$ cat src/logic/isa_pkg.sv
`default_nettype none

package isa_pkg;

    typedef logic [31:0] word_t;
    typedef logic [4:0]  reg_addr_t;
    typedef logic [5:0]  opcode_t;
    typedef logic [5:0]  funct_t;
    typedef logic [15:0] imm_t;

    // primary opcodes, instr[31:26]
    localparam opcode_t OP_SPECIAL = 6'b000000;
    localparam opcode_t OP_REGIMM  = 6'b000001;
    localparam opcode_t OP_J       = 6'b000010;
    localparam opcode_t OP_JAL     = 6'b000011;
    localparam opcode_t OP_BEQ     = 6'b000100;
    localparam opcode_t OP_BNE     = 6'b000101;
    localparam opcode_t OP_BLEZ    = 6'b000110;
    localparam opcode_t OP_BGTZ    = 6'b000111;
    localparam opcode_t OP_ADDI    = 6'b001000;
    localparam opcode_t OP_ADDIU   = 6'b001001;
    localparam opcode_t OP_SLTI    = 6'b001010;
    localparam opcode_t OP_SLTIU   = 6'b001011;
    localparam opcode_t OP_ANDI    = 6'b001100;
    localparam opcode_t OP_ORI     = 6'b001101;
    localparam opcode_t OP_XORI    = 6'b001110;
    localparam opcode_t OP_LUI     = 6'b001111;
    localparam opcode_t OP_COP0    = 6'b010000;
    localparam opcode_t OP_LB      = 6'b100000;
    localparam opcode_t OP_LH      = 6'b100001;
    localparam opcode_t OP_LW      = 6'b100011;
    localparam opcode_t OP_LBU     = 6'b100100;
    localparam opcode_t OP_LHU     = 6'b100101;
    localparam opcode_t OP_SB      = 6'b101000;
    localparam opcode_t OP_SH      = 6'b101001;
    localparam opcode_t OP_SW      = 6'b101011;

    // SPECIAL funct codes, instr[5:0]
    localparam funct_t FUN_SLL     = 6'b000000;
    localparam funct_t FUN_SRL     = 6'b000010;
    localparam funct_t FUN_SRA     = 6'b000011;
    localparam funct_t FUN_SLLV    = 6'b000100;
    localparam funct_t FUN_SRLV    = 6'b000110;
    localparam funct_t FUN_SRAV    = 6'b000111;
    localparam funct_t FUN_JR      = 6'b001000;
    localparam funct_t FUN_JALR    = 6'b001001;
    localparam funct_t FUN_SYSCALL = 6'b001100;
    localparam funct_t FUN_BREAK   = 6'b001101;
    localparam funct_t FUN_MFHI    = 6'b010000;
    localparam funct_t FUN_MTHI    = 6'b010001;
    localparam funct_t FUN_MFLO    = 6'b010010;
    localparam funct_t FUN_MTLO    = 6'b010011;
    localparam funct_t FUN_MULT    = 6'b011000;
    localparam funct_t FUN_MULTU   = 6'b011001;
    localparam funct_t FUN_DIV     = 6'b011010;
    localparam funct_t FUN_DIVU    = 6'b011011;
    localparam funct_t FUN_ADD     = 6'b100000;
    localparam funct_t FUN_ADDU    = 6'b100001;
    localparam funct_t FUN_SUB     = 6'b100010;
    localparam funct_t FUN_SUBU    = 6'b100011;
    localparam funct_t FUN_AND     = 6'b100100;
    localparam funct_t FUN_OR      = 6'b100101;
    localparam funct_t FUN_XOR     = 6'b100110;
    localparam funct_t FUN_NOR     = 6'b100111;
    localparam funct_t FUN_SLT     = 6'b101010;
    localparam funct_t FUN_SLTU    = 6'b101011;
    localparam funct_t FUN_ERET    = 6'b011000; // only under COP0 with rs = CO

    // REGIMM branches live in the rt field
    localparam reg_addr_t RT_BLTZ   = 5'b00000;
    localparam reg_addr_t RT_BGEZ   = 5'b00001;
    localparam reg_addr_t RT_BLTZAL = 5'b10000;
    localparam reg_addr_t RT_BGEZAL = 5'b10001;

    // COP0 sub-ops in the rs field
    localparam reg_addr_t RS_MFC0 = 5'b00000;
    localparam reg_addr_t RS_MTC0 = 5'b00100;
    localparam reg_addr_t RS_CO   = 5'b10000;

    localparam reg_addr_t LINK_REG = 5'd31; // $ra

endpackage

`default_nettype wire

$ cat src/logic/decode_pkg.sv
`default_nettype none

package decode_pkg;

    import isa_pkg::*;

    typedef enum logic [7:0] {
        ALU_NOP = 8'h00,
        ALU_ADD, ALU_ADDU, ALU_SUB, ALU_SUBU, ALU_SLT, ALU_SLTU,
        ALU_AND, ALU_OR, ALU_XOR, ALU_NOR, ALU_LUI,
        ALU_SLL, ALU_SRL, ALU_SRA, ALU_SLLV, ALU_SRLV, ALU_SRAV,
        ALU_MULT, ALU_MULTU, ALU_DIV, ALU_DIVU, // results go to hi/lo
        ALU_MFHI, ALU_MFLO, ALU_MTHI, ALU_MTLO,
        ALU_MFC0
    } alu_op_t;

    typedef enum logic [3:0] {
        BT_NOP = 4'd0,
        BT_J, BT_JREG, BT_BEQ, BT_BNE, BT_BGTZ, BT_BLEZ, BT_BGEZ, BT_BLTZ
    } branch_type_t;

    typedef struct packed {
        alu_op_t aluop;
        logic    read_rs;
        logic    read_rt;
        logic    reg_write;
        logic    mem_en;
        logic    mem_read;
        logic    mem_write;
        logic    mem_write_reg;   // load result goes to the gpr file
        logic    cp0_read;
        logic    cp0_write;
        logic    hilo_read;
        logic    hilo_write;
        logic    may_bring_flush; // redirect or exception possible
        logic    only_one_issue;
    } ctrl_sig_t;

    typedef struct packed {
        logic undefined_inst;
        logic syscall_inst;
        logic break_inst;
        logic eret_inst;
        logic cpu_unusable;
    } exc_flags_t;

    typedef struct packed {
        reg_addr_t rs;
        reg_addr_t rt;
        reg_addr_t rd;
        imm_t      imm;
        word_t     ext_imm;
        word_t     shamt;
        reg_addr_t reg_waddr;
    } operand_t;

    typedef struct packed {
        branch_type_t branch_type;
        logic         is_link_pc8;
    } branch_info_t;

    typedef struct packed {
        ctrl_sig_t    ctrl;
        exc_flags_t   exc;
        operand_t     opnd;
        branch_info_t br;
    } decoded_t;

endpackage

`default_nettype wire

$ cat src/logic/inst_ctrl.sv
`default_nettype none

module inst_ctrl import isa_pkg::*, decode_pkg::*; (
    input  word_t      instr,
    input  logic       c0_useable,
    output ctrl_sig_t  ctrl,
    output exc_flags_t exc
);

    opcode_t   opcode;
    funct_t    funct;
    reg_addr_t rs;
    reg_addr_t rt;
    alu_op_t   aluop;

    assign opcode = instr[31:26];
    assign funct  = instr[5:0];
    assign rs     = instr[25:21];
    assign rt     = instr[20:16];

    // alu operation only, flags are below
    always_comb begin
        aluop = ALU_NOP;
        case (opcode)
            OP_SPECIAL: begin
                case (funct)
                    FUN_ADD:   aluop = ALU_ADD;
                    FUN_ADDU:  aluop = ALU_ADDU;
                    FUN_SUB:   aluop = ALU_SUB;
                    FUN_SUBU:  aluop = ALU_SUBU;
                    FUN_SLT:   aluop = ALU_SLT;
                    FUN_SLTU:  aluop = ALU_SLTU;
                    FUN_AND:   aluop = ALU_AND;
                    FUN_OR:    aluop = ALU_OR;
                    FUN_XOR:   aluop = ALU_XOR;
                    FUN_NOR:   aluop = ALU_NOR;
                    FUN_SLL:   aluop = ALU_SLL;
                    FUN_SRL:   aluop = ALU_SRL;
                    FUN_SRA:   aluop = ALU_SRA;
                    FUN_SLLV:  aluop = ALU_SLLV;
                    FUN_SRLV:  aluop = ALU_SRLV;
                    FUN_SRAV:  aluop = ALU_SRAV;
                    FUN_MULT:  aluop = ALU_MULT;
                    FUN_MULTU: aluop = ALU_MULTU;
                    FUN_DIV:   aluop = ALU_DIV;
                    FUN_DIVU:  aluop = ALU_DIVU;
                    FUN_MFHI:  aluop = ALU_MFHI;
                    FUN_MFLO:  aluop = ALU_MFLO;
                    FUN_MTHI:  aluop = ALU_MTHI;
                    FUN_MTLO:  aluop = ALU_MTLO;
                    default:   aluop = ALU_NOP;
                endcase
            end
            OP_ADDI:  aluop = ALU_ADD;
            OP_ADDIU: aluop = ALU_ADDU;
            OP_SLTI:  aluop = ALU_SLT;
            OP_SLTIU: aluop = ALU_SLTU;
            OP_ANDI:  aluop = ALU_AND;
            OP_ORI:   aluop = ALU_OR;
            OP_XORI:  aluop = ALU_XOR;
            OP_LUI:   aluop = ALU_LUI;
            OP_COP0:  aluop = (rs == RS_MFC0) ? ALU_MFC0 : ALU_NOP;
            default:  aluop = ALU_NOP;
        endcase
    end

    always_comb begin
        ctrl       = '0;
        ctrl.aluop = aluop;
        exc        = '0;
        case (opcode)
            OP_SPECIAL: begin
                case (funct)
                    FUN_ADD, FUN_ADDU, FUN_SUB, FUN_SUBU, FUN_SLT, FUN_SLTU,
                    FUN_AND, FUN_OR, FUN_XOR, FUN_NOR, FUN_SLLV, FUN_SRLV, FUN_SRAV: begin
                        ctrl.read_rs   = 1'b1;
                        ctrl.read_rt   = 1'b1;
                        ctrl.reg_write = 1'b1;
                    end
                    FUN_SLL, FUN_SRL, FUN_SRA: begin // shift by shamt, rs unused
                        ctrl.read_rt   = 1'b1;
                        ctrl.reg_write = 1'b1;
                    end
                    FUN_MULT, FUN_MULTU, FUN_DIV, FUN_DIVU: begin
                        ctrl.read_rs    = 1'b1;
                        ctrl.read_rt    = 1'b1;
                        ctrl.hilo_write = 1'b1;
                    end
                    FUN_MFHI, FUN_MFLO: begin
                        ctrl.hilo_read = 1'b1;
                        ctrl.reg_write = 1'b1;
                    end
                    FUN_MTHI, FUN_MTLO: begin
                        ctrl.read_rs    = 1'b1;
                        ctrl.hilo_write = 1'b1;
                    end
                    FUN_JR, FUN_JALR: begin
                        ctrl.read_rs         = 1'b1;
                        ctrl.may_bring_flush = 1'b1;
                        ctrl.reg_write       = (funct == FUN_JALR); // pc+8 into rd
                    end
                    FUN_SYSCALL, FUN_BREAK: begin
                        exc.syscall_inst     = (funct == FUN_SYSCALL);
                        exc.break_inst       = (funct == FUN_BREAK);
                        ctrl.may_bring_flush = 1'b1;
                        ctrl.only_one_issue  = 1'b1;
                    end
                    default: exc.undefined_inst = 1'b1;
                endcase
            end
            OP_LB, OP_LH, OP_LW, OP_LBU, OP_LHU: begin
                ctrl.read_rs       = 1'b1;
                ctrl.reg_write     = 1'b1;
                ctrl.mem_en        = 1'b1;
                ctrl.mem_read      = 1'b1;
                ctrl.mem_write_reg = 1'b1;
            end
            OP_SB, OP_SH, OP_SW: begin
                ctrl.read_rs   = 1'b1;
                ctrl.read_rt   = 1'b1; // store data
                ctrl.mem_en    = 1'b1;
                ctrl.mem_write = 1'b1;
            end
            OP_ADDI, OP_ADDIU, OP_SLTI, OP_SLTIU, OP_ANDI, OP_ORI, OP_XORI: begin
                ctrl.read_rs   = 1'b1;
                ctrl.reg_write = 1'b1;
            end
            OP_LUI: ctrl.reg_write = 1'b1;
            OP_J, OP_JAL: begin
                ctrl.may_bring_flush = 1'b1;
                ctrl.reg_write       = (opcode == OP_JAL);
            end
            OP_BEQ, OP_BNE: begin
                ctrl.read_rs         = 1'b1;
                ctrl.read_rt         = 1'b1;
                ctrl.may_bring_flush = 1'b1;
            end
            OP_BGTZ, OP_BLEZ: begin
                ctrl.read_rs         = 1'b1;
                ctrl.may_bring_flush = 1'b1;
            end
            OP_REGIMM: begin
                case (rt)
                    RT_BGEZ, RT_BLTZ, RT_BGEZAL, RT_BLTZAL: begin
                        ctrl.read_rs         = 1'b1;
                        ctrl.may_bring_flush = 1'b1;
                        ctrl.reg_write       = (rt == RT_BGEZAL) || (rt == RT_BLTZAL);
                    end
                    default: exc.undefined_inst = 1'b1;
                endcase
            end
            OP_COP0: begin
                exc.cpu_unusable = ~c0_useable; // any cop0 word in user mode
                case (rs)
                    RS_MFC0: begin
                        ctrl.cp0_read       = 1'b1;
                        ctrl.reg_write      = 1'b1;
                        ctrl.only_one_issue = 1'b1;
                    end
                    RS_MTC0: begin
                        ctrl.read_rt        = 1'b1;
                        ctrl.cp0_write      = 1'b1;
                        ctrl.only_one_issue = 1'b1;
                    end
                    RS_CO: begin
                        if (funct == FUN_ERET) begin
                            exc.eret_inst       = 1'b1;
                            ctrl.only_one_issue = 1'b1;
                        end else begin
                            exc.undefined_inst = 1'b1;
                        end
                    end
                    default: exc.undefined_inst = 1'b1;
                endcase
            end
            default: exc.undefined_inst = 1'b1;
        endcase
    end

endmodule

`default_nettype wire

$ cat src/logic/branch_decode.sv
`default_nettype none

module branch_decode import isa_pkg::*, decode_pkg::*; (
    input  word_t        instr,
    output branch_info_t br
);

    opcode_t   opcode;
    funct_t    funct;
    reg_addr_t rt;

    assign opcode = instr[31:26];
    assign funct  = instr[5:0];
    assign rt     = instr[20:16];

    always_comb begin
        br.branch_type = BT_NOP;
        br.is_link_pc8 = 1'b0;
        case (opcode)
            OP_SPECIAL: begin
                if (funct == FUN_JR || funct == FUN_JALR) begin
                    br.branch_type = BT_JREG;
                    br.is_link_pc8 = (funct == FUN_JALR);
                end
            end
            OP_J, OP_JAL: begin
                br.branch_type = BT_J;
                br.is_link_pc8 = (opcode == OP_JAL);
            end
            OP_BEQ:  br.branch_type = BT_BEQ;
            OP_BNE:  br.branch_type = BT_BNE;
            OP_BGTZ: br.branch_type = BT_BGTZ;
            OP_BLEZ: br.branch_type = BT_BLEZ;
            OP_REGIMM: begin
                case (rt)
                    RT_BGEZ, RT_BGEZAL: br.branch_type = BT_BGEZ;
                    RT_BLTZ, RT_BLTZAL: br.branch_type = BT_BLTZ;
                    default:            br.branch_type = BT_NOP;
                endcase
                br.is_link_pc8 = (rt == RT_BGEZAL) || (rt == RT_BLTZAL); // ra = pc+8
            end
            default: br.branch_type = BT_NOP;
        endcase
    end

endmodule

`default_nettype wire

$ cat src/logic/operand_decode.sv
`default_nettype none

module operand_decode import isa_pkg::*, decode_pkg::*; (
    input  word_t    instr,
    output operand_t opnd
);

    opcode_t   opcode;
    reg_addr_t rs;
    reg_addr_t rt;
    reg_addr_t rd;

    assign opcode = instr[31:26];
    assign rs     = instr[25:21];
    assign rt     = instr[20:16];
    assign rd     = instr[15:11];

    always_comb begin
        opnd.rs    = rs;
        opnd.rt    = rt;
        opnd.rd    = rd;
        opnd.imm   = instr[15:0];
        opnd.shamt = {27'b0, instr[10:6]};
        // andi, ori, xori, lui are the opcodes with bits 3:2 set
        if (opcode[3:2] == 2'b11) begin
            opnd.ext_imm = {16'b0, instr[15:0]};
        end else begin
            opnd.ext_imm = {{16{instr[15]}}, instr[15:0]};
        end
        case (opcode)
            OP_LB, OP_LH, OP_LW, OP_LBU, OP_LHU,
            OP_ADDI, OP_ADDIU, OP_SLTI, OP_SLTIU,
            OP_ANDI, OP_ORI, OP_XORI, OP_LUI: opnd.reg_waddr = rt;
            OP_JAL:    opnd.reg_waddr = LINK_REG;
            OP_REGIMM: opnd.reg_waddr = (rt == RT_BGEZAL || rt == RT_BLTZAL) ? LINK_REG : rd;
            OP_COP0:   opnd.reg_waddr = (rs == RS_MFC0) ? rt : rd; // mfc0 writes gpr rt
            default:   opnd.reg_waddr = rd;
        endcase
    end

endmodule

`default_nettype wire

$ cat src/logic/id_latch.sv
`default_nettype none

module id_latch import decode_pkg::*; (
    input  logic     clk,
    input  logic     rst_n,
    input  logic     stall,
    input  logic     flush,
    input  logic     instr_valid,
    input  decoded_t d,
    output decoded_t q,
    output logic     q_valid
);

    // flush wins over stall
    always_ff @(posedge clk or negedge rst_n) begin
        if (!rst_n) begin
            q       <= '0;
            q_valid <= 1'b0;
        end else if (flush) begin
            q_valid <= 1'b0; // payload left as is
        end else if (!stall) begin
            q       <= d;
            q_valid <= instr_valid;
        end
    end

endmodule

`default_nettype wire

$ cat src/logic/decode_stage.sv
`default_nettype none

module decode_stage import isa_pkg::*, decode_pkg::*; (
    input  logic     clk,
    input  logic     rst_n,
    input  word_t    instr,
    input  logic     instr_valid,
    input  logic     c0_useable,
    input  logic     stall,
    input  logic     flush,
    output decoded_t dec,
    output logic     dec_valid
);

    ctrl_sig_t    ctrl;
    exc_flags_t   exc;
    operand_t     opnd;
    branch_info_t br;
    decoded_t     dec_d;

    assign dec_d = '{ctrl: ctrl, exc: exc, opnd: opnd, br: br};

    inst_ctrl i_inst_ctrl (
        .instr      (instr),
        .c0_useable (c0_useable),
        .ctrl       (ctrl),
        .exc        (exc)
    );

    branch_decode i_branch_decode (
        .instr (instr),
        .br    (br)
    );

    operand_decode i_operand_decode (
        .instr (instr),
        .opnd  (opnd)
    );

    // one cycle to the execute stage
    id_latch i_id_latch (
        .clk         (clk),
        .rst_n       (rst_n),
        .stall       (stall),
        .flush       (flush),
        .instr_valid (instr_valid),
        .d           (dec_d),
        .q           (dec),
        .q_valid     (dec_valid)
    );

endmodule

`default_nettype wire

$ cat config.mk
export PLATFORM = sky130hd
export DESIGN_NAME = decode_stage
export DESIGN_NICKNAME = d
export VERILOG_FILES = /design/src/logic/isa_pkg.sv /design/src/logic/decode_pkg.sv /design/src/logic/inst_ctrl.sv /design/src/logic/branch_decode.sv /design/src/logic/operand_decode.sv /design/src/logic/id_latch.sv /design/src/logic/decode_stage.sv
export SDC_FILE = /design/constraint.sdc
export NUM_CORES = 1
export LEC_CHECK = 0
export ABC_CLOCK_PERIOD_IN_PS = 1000
export BUFFER_PORTS_ARGS = -buffer_cell sky130_fd_sc_hd__buf_2
export CORE_MARGIN = 3
export CORE_UTILIZATION = 43
export CTS_CLUSTER_SIZE = 12
export DETAILED_ROUTE_END_ITERATION = 10
export GPL_ROUTABILITY_DRIVEN = 0
export PLACE_DENSITY_LB_ADDON = 0.05
export SLEW_MARGIN = 20
export SYNTH_ARGS = -nofsm -noshare
export SYNTH_HDL_FRONTEND = slang
export SYNTH_SLANG_ARGS = --single-unit
$ cat constraint.sdc
create_clock -name clk -period 1 [get_ports clk]
set_clock_uncertainty 0.15 [all_clocks]
set_input_delay 0.1 -clock clk [delete_from_list [all_inputs] [get_ports clk]]
set_output_delay 0.1 -clock clk [all_outputs]
set_load 0.05 [all_outputs]
Yosys cells after proc, flatten, opt, wreduce, memory -nomap -nowiden
Memory sizes are Yosys's and may differ from the RTL's.
Index checks and enable logic that the tools add are counted.
{"block": "word_totals", "output_inout_bits": 132, "in_bits": 38, "elab_cells": 163, "ram_bits": 0, "mem_bits_ro": 320, "n_memories": 1, "latch_bits": 0, "regBits": 104}
{"name": "(name not given)", "depth": 64, "width": 5, "read_ports": 1, "rd_ports_with_merged_regs": 0, "wr": 0, "line": "inst_ctrl.sv:26", "source": "case (funct)"}
{"block": "classes", "n_shift": 0, "multipliers": 0, "muxes": 44, "n_lt_le_gt_ge": 0, "n_bitwise": 3, "add_sub_neg": 0, "div": 0, "eq_ne": 58, "reduce_logical": 29}
{"cell": "== test 6 bit (second input constant)", "count": 18}
{"cell": "one-hot mux 8 bit (10 select lines)", "count": 1}
{"cell": "== test 6 x 4 -> 1 bit (second input constant)", "count": 12}
{"cell": "== test 6 x 5 -> 1 bit (second input constant)", "count": 9}
{"cell": "== test 6 x 3 -> 1 bit (second input constant)", "count": 7}
{"cell": "2-to-1 mux 32 bit", "count": 1}
{"cell": "one-hot mux 4 bit (7 select lines)", "count": 1}
{"cell": "OR reduction 28 bit", "count": 1}
{"cell": "== test 6 x 2 -> 1 bit (second input constant)", "count": 4}
{"cell": "OR reduction 22 bit", "count": 1}
{"cell": "OR reduction 21 bit", "count": 1}
{"cell": "2-to-1 mux 1 bit", "count": 20}
{"cell": "one-hot mux 5 bit (4 select lines)", "count": 1}
{"cell": "OR reduction 20 bit", "count": 1}
{"cell": "OR reduction 19 bit", "count": 1}
{"cell": "OR reduction 18 bit", "count": 1}
{"cell": "== test 5 bit (second input constant)", "count": 3}
{"cell": "2-to-1 mux 5 bit", "count": 3}
{"cell": "OR reduction 2 bit", "count": 7}
{"cell": "OR reduction 13 bit", "count": 1}
{"cell": "zero test 6 bit", "count": 2}
{"cell": "one-hot mux 1 bit (3 select lines)", "count": 4}
{"cell": "OR reduction 6 bit", "count": 2}
{"cell": "zero test 5 bit", "count": 2}
{"cell": "18 further kinds", "count": 30}

Longest topological paths before layout
{"block": "depth", "ltp_word": 4, "ltp_mapped": 7, "mapped_depth_nobuf": 7}

Hierarchy
A second synthesis with hierarchy kept.
{"block": "unflattened", "hier_cells": 603, "area_unflattened_um2": 7568.5}
{"mod": "id_latch", "seq_area_each_um2": 3303.2, "area_each_um2": 5371.4, "n_inst": 1, "cells_per_inst": 280}
{"mod": "inst_ctrl", "seq_area_each_um2": 0.0, "area_each_um2": 1137.3, "n_inst": 1, "cells_per_inst": 185}
{"mod": "operand_decode", "seq_area_each_um2": 0.0, "area_each_um2": 909.6, "n_inst": 1, "cells_per_inst": 118}
{"mod": "branch_decode", "seq_area_each_um2": 0.0, "area_each_um2": 150.1, "n_inst": 1, "cells_per_inst": 20}

Worst setup path after synthesis
OpenSTA, ideal clock, no wires.
{"block": "synth_path", "path_kind": "input to register", "startpoint": "input instr[0]", "endpoint": "register i_id_latch.q[122] (netlist bit)", "n_path_buf": 0, "arrival_ns": 1.318, "setup_ns": 0.121, "required_ns": 0.729, "cell_stages": 7, "setup_slack_ns": -0.589, "path_cell_list": "inv_1 > ha_1 > nor3_1 > a221oi_1 > a221oi_1 > a31oi_1 > o22a_1"}
{"block": "synth_via", "elab_chain_cells": 4, "elab_cells_between_ends": 24, "classes_between": "eq/ne: 21; mux: 2; reduce/logical: 1"}
{"element": "from (decl)", "line": "decode_stage.sv:6", "source": "input word_t instr,"}
{"element": "== test 6 x 5 -> 1 bit (tied with other cells)", "line": "inst_ctrl.sv:73", "source": "case (funct)"}
{"element": "OR reduction 21 bit (no source line) (*)"}
{"element": "2-to-1 mux 1 bit (*)", "line": "inst_ctrl.sv:73"}
{"element": "one-hot mux 1 bit (3 select lines) (*)", "line": "inst_ctrl.sv:71", "source": "case (opcode)"}
{"element": "to (signal assigned)", "line": "id_latch.sv:17", "source": "q <= '0;"}
{"element": "to (signal assigned)", "line": "id_latch.sv:22", "source": "q <= d;"}
{"element": "to (decl)", "line": "id_latch.sv:10", "source": "output decoded_t q,"}
Every way passes the cells marked *; elsewhere a longest branch is shown, timed or not.
A chain may end at the register's enable or synchronous reset.

Worst setup path after layout
{"block": "layout_path", "startpoint": "input instr[0]", "endpoint": "register i_id_latch.q[120] (netlist bit)"}
{"block": "layout_via", "elab_chain_cells": 4, "elab_cells_between_ends": 24, "classes_between": "eq/ne: 19; mux: 2; reduce/logical: 3"}
{"element": "== test 6 bit (tied with other cells)", "line": "inst_ctrl.sv:73"}
{"element": "OR reduction 18 bit (no source line) or OR reduction 2 bit (tied branches)"}
{"element": "one-hot mux 1 bit (2 select lines) (*)", "line": "inst_ctrl.sv:73"}
{"element": "one-hot mux 1 bit (5 select lines) (*)", "line": "inst_ctrl.sv:71"}
Marked as above.

==> metrics.txt <==
maximum VDD drop about 700 uV; final worst slack -0.429 ns; Slew Viols, Final 0; CTS tree built; Top FF cell, synth dfrtp_1; clk_lat worst skew roughly 0.34 ns; maximum root-to-sink buffer count 2; Port Buffers about 140; Die Y 102 um; worst endpoint required time 1.11 ns; vias in the first global route 4259; Ant. Diodes 0; synthesized area per cell between 8 and 9 um^2; Row Count 34; failing checks setup timing; EDFF count, synth 0; Starting Density 45.1%; Final Util 81.3%; number of clock sinks 60; Via Count ~4500; IO Pins between 150 and 200; register area share after synthesis 37.6%; async set-or-reset flop fraction in the synthesized netlist 100%; count of final setup violators 134; static leakage 3.43 nW; outcome complete, but fails checks; arrival time worst endpoint 1.53 ns; routed wire length ~15 mm; crit-path max FO 6; unrepaired setup endpoints after global routing yes; Syn Inst Count just under 500; Die W 102 um; synth cell count leaders nand2_1 (117), buf_4 (72), dfrtp_1 (60); Synth cell types 63; mapped cell area 3990 um^2; initial antenna violation count 0; endpoint class of the critical path flip-flop; Hold Path Class in2reg; pwr/cell area 1380 nW/um^2; CP startpoint kind primary input; Synth top area share a little under two fifths; HPWL reported at the end of detailed placement around 9 mm; Period Utilization, post-route 143%; largest net degree at the start of global routing 61; detail-routed via count per cell 5.25; CP Class in2reg; Layout Cells excl Fill 857; die area 10500 um^2; total power roughly 10 mW; placed insts approximately 770; area leader, netlist dfrtp_1; grt total ovfl 0; GRT Total Usage a little over a quarter; CTS HTree Levels 3; min cycle time layout approximately 1.4 ns; DRC Markers 0; first-pass GRT wire length 21.3 mm; core box area 8850 um^2; CTS buffer count 9; Synth Warn # 0; main area contributors after synthesis dfrtp_1 (38%), buf_4 (14%), nand2_1 (11%); sum of negative setup slack -27.86 ns; fraction of layout cells with a size suffix above 1 ~55%; most frequent cell after synthesis nand2_1; DRT Pass-1 Iters 5; Seq cells post-synth 60; Detail Route Antenna Nets 0; final hold vios 0; # Max-Cap Violations 0; Fmax 0.700 GHz; final net count around 790; initial drt markers about 300; Syn-to-layout area delta 80.4%; Clk pin slew, worst setup/hold paths 0.08 ns; CTS root buffer clkbuf_8; drt wl/cell around 17 um
[layer usage]
metal  share of wire, %  up-vias  track usage, %
li1                   -     2090               -
met1                 41     2150            33.2
met2                 50      229            45.3
met3                6.6       33            4.98
met4                2.4        0            6.96
met5                  0        -               0
[state kept, by name (all words and copies together) (netlist names)]
register / flops
i_id_latch.q: 59
i_id_latch.q_valid: 1
[kinds of logic (layout without fill, tap and decap cells)]
group                      after synthesis  after routing  share of synthesized area (%)
other                                    1             30                         0.0940
muxes                                    2              2                          0.502
buffers and inverters                  108            340                           18.7
AOI/OAI and AO/OA                      104            104                           17.8
and+or+nand+nor                        205            205                           23.0
DFF                                     60             60                           37.6
adders and majority gates                5              5                           1.57
xor gates and xnor gates                 3              3                          0.659
[through the flow]
step	hold WS (ns)	setup slack [ns]	instance area [um^2]
floorplan	-0.346	-0.486	4550
global placement	-0.0148	-0.758	5180
detailed placement	-0.00683	-0.789	5180
CTS	-0.00798	-0.380	6840
global route	0.0130	-0.480	7190
finish	0.00738	-0.429	7190
[report_power, final]
| group | leakage [nW] | switching [mW] | internal [mW] |
|---|---|---|---|
| Combinational | 2.58 | 2.84 | 1.66 |
| Sequential | 0.740 | 0.262 | 2.67 |
| Clock | 0.107 | 1.04 | 1.47 |
| Total | 3.43 | 4.15 | 5.80 |
[cell type report]
cell class,count,area [um^2]
flip-flops and latches,60,1530
inverters,7,38.8
repair buffers,317,2940
well taps,108,135
fillers,547,1650
clock buffers,12,145
clock inverters,4,72.6
multi-input cells,349,2330
[critical path: stages]
cell and delay [ns]:
buf_8 0.09, buf_12 0.11, ha_4 0.20, buf_6 0.15, nand2b_4 0.06, a211o_1 0.26, a21o_1 0.17, a211o_1 0.30
o211ai_1 0.09
[what timing repair did]
action,4_1_cts,5_1_grt
endpoints found under the setup margin,135,135
endpoints found under the hold margin,89,0
pin swaps,47,36
gates cloned,1,0
resized for setup,294,43
buffers inserted,30,23
hold buffers,23,0
[path summary, 6_finish.rpt]
check                                                      to  cells after the start  slack (ns)                     startpoint
min in group asynchronous        i_id_latch.q[43]$_DFFE_PN0P_                      3        0.13                          rst_n
worst min register to register  i_id_latch.q[102]$_DFFE_PN0P_                      2        0.35  i_id_latch.q[102]$_DFFE_PN0P_
worst max register to register    i_id_latch.q[9]$_DFFE_PN0P_                      4       -0.12    i_id_latch.q[9]$_DFFE_PN0P_
worst min-delay path            i_id_latch.q[126]$_DFFE_PN0P_                      5       0.007                      instr[26]
max in group asynchronous        i_id_latch.q[72]$_DFFE_PN0P_                      3        0.24                          rst_n
worst max-delay path            i_id_latch.q[120]$_DFFE_PN0P_                      9       -0.43                       instr[0]
[placed cells by master (no fill, tap or decap), types with 4 or more instances in the layout]
cell type,netlist,final
nor2_1,38,26
a31oi_1,10,10
dfrtp_2,0,19
buf_4,72,135
dfrtp_1,60,40
buf_6,2,117
buf_8,0,8
o21ai_0,24,7
nor2_2,0,5
nor2b_1,6,4
o211ai_1,4,4
o21ai_2,0,7
nand2_1,117,109
ha_4,0,4
dlygate4sd3_1,0,22
nor2_4,0,7
nand2_2,0,6
buf_2,4,28
buf_12,0,4
a21oi_1,19,17
nor3_1,9,5
nand4_1,4,4
o21ai_1,0,9
clkbuf_8,5,10
nand2b_1,6,4
conb_1,1,30
Note: power is estimated with default switching activity, not from simulation.
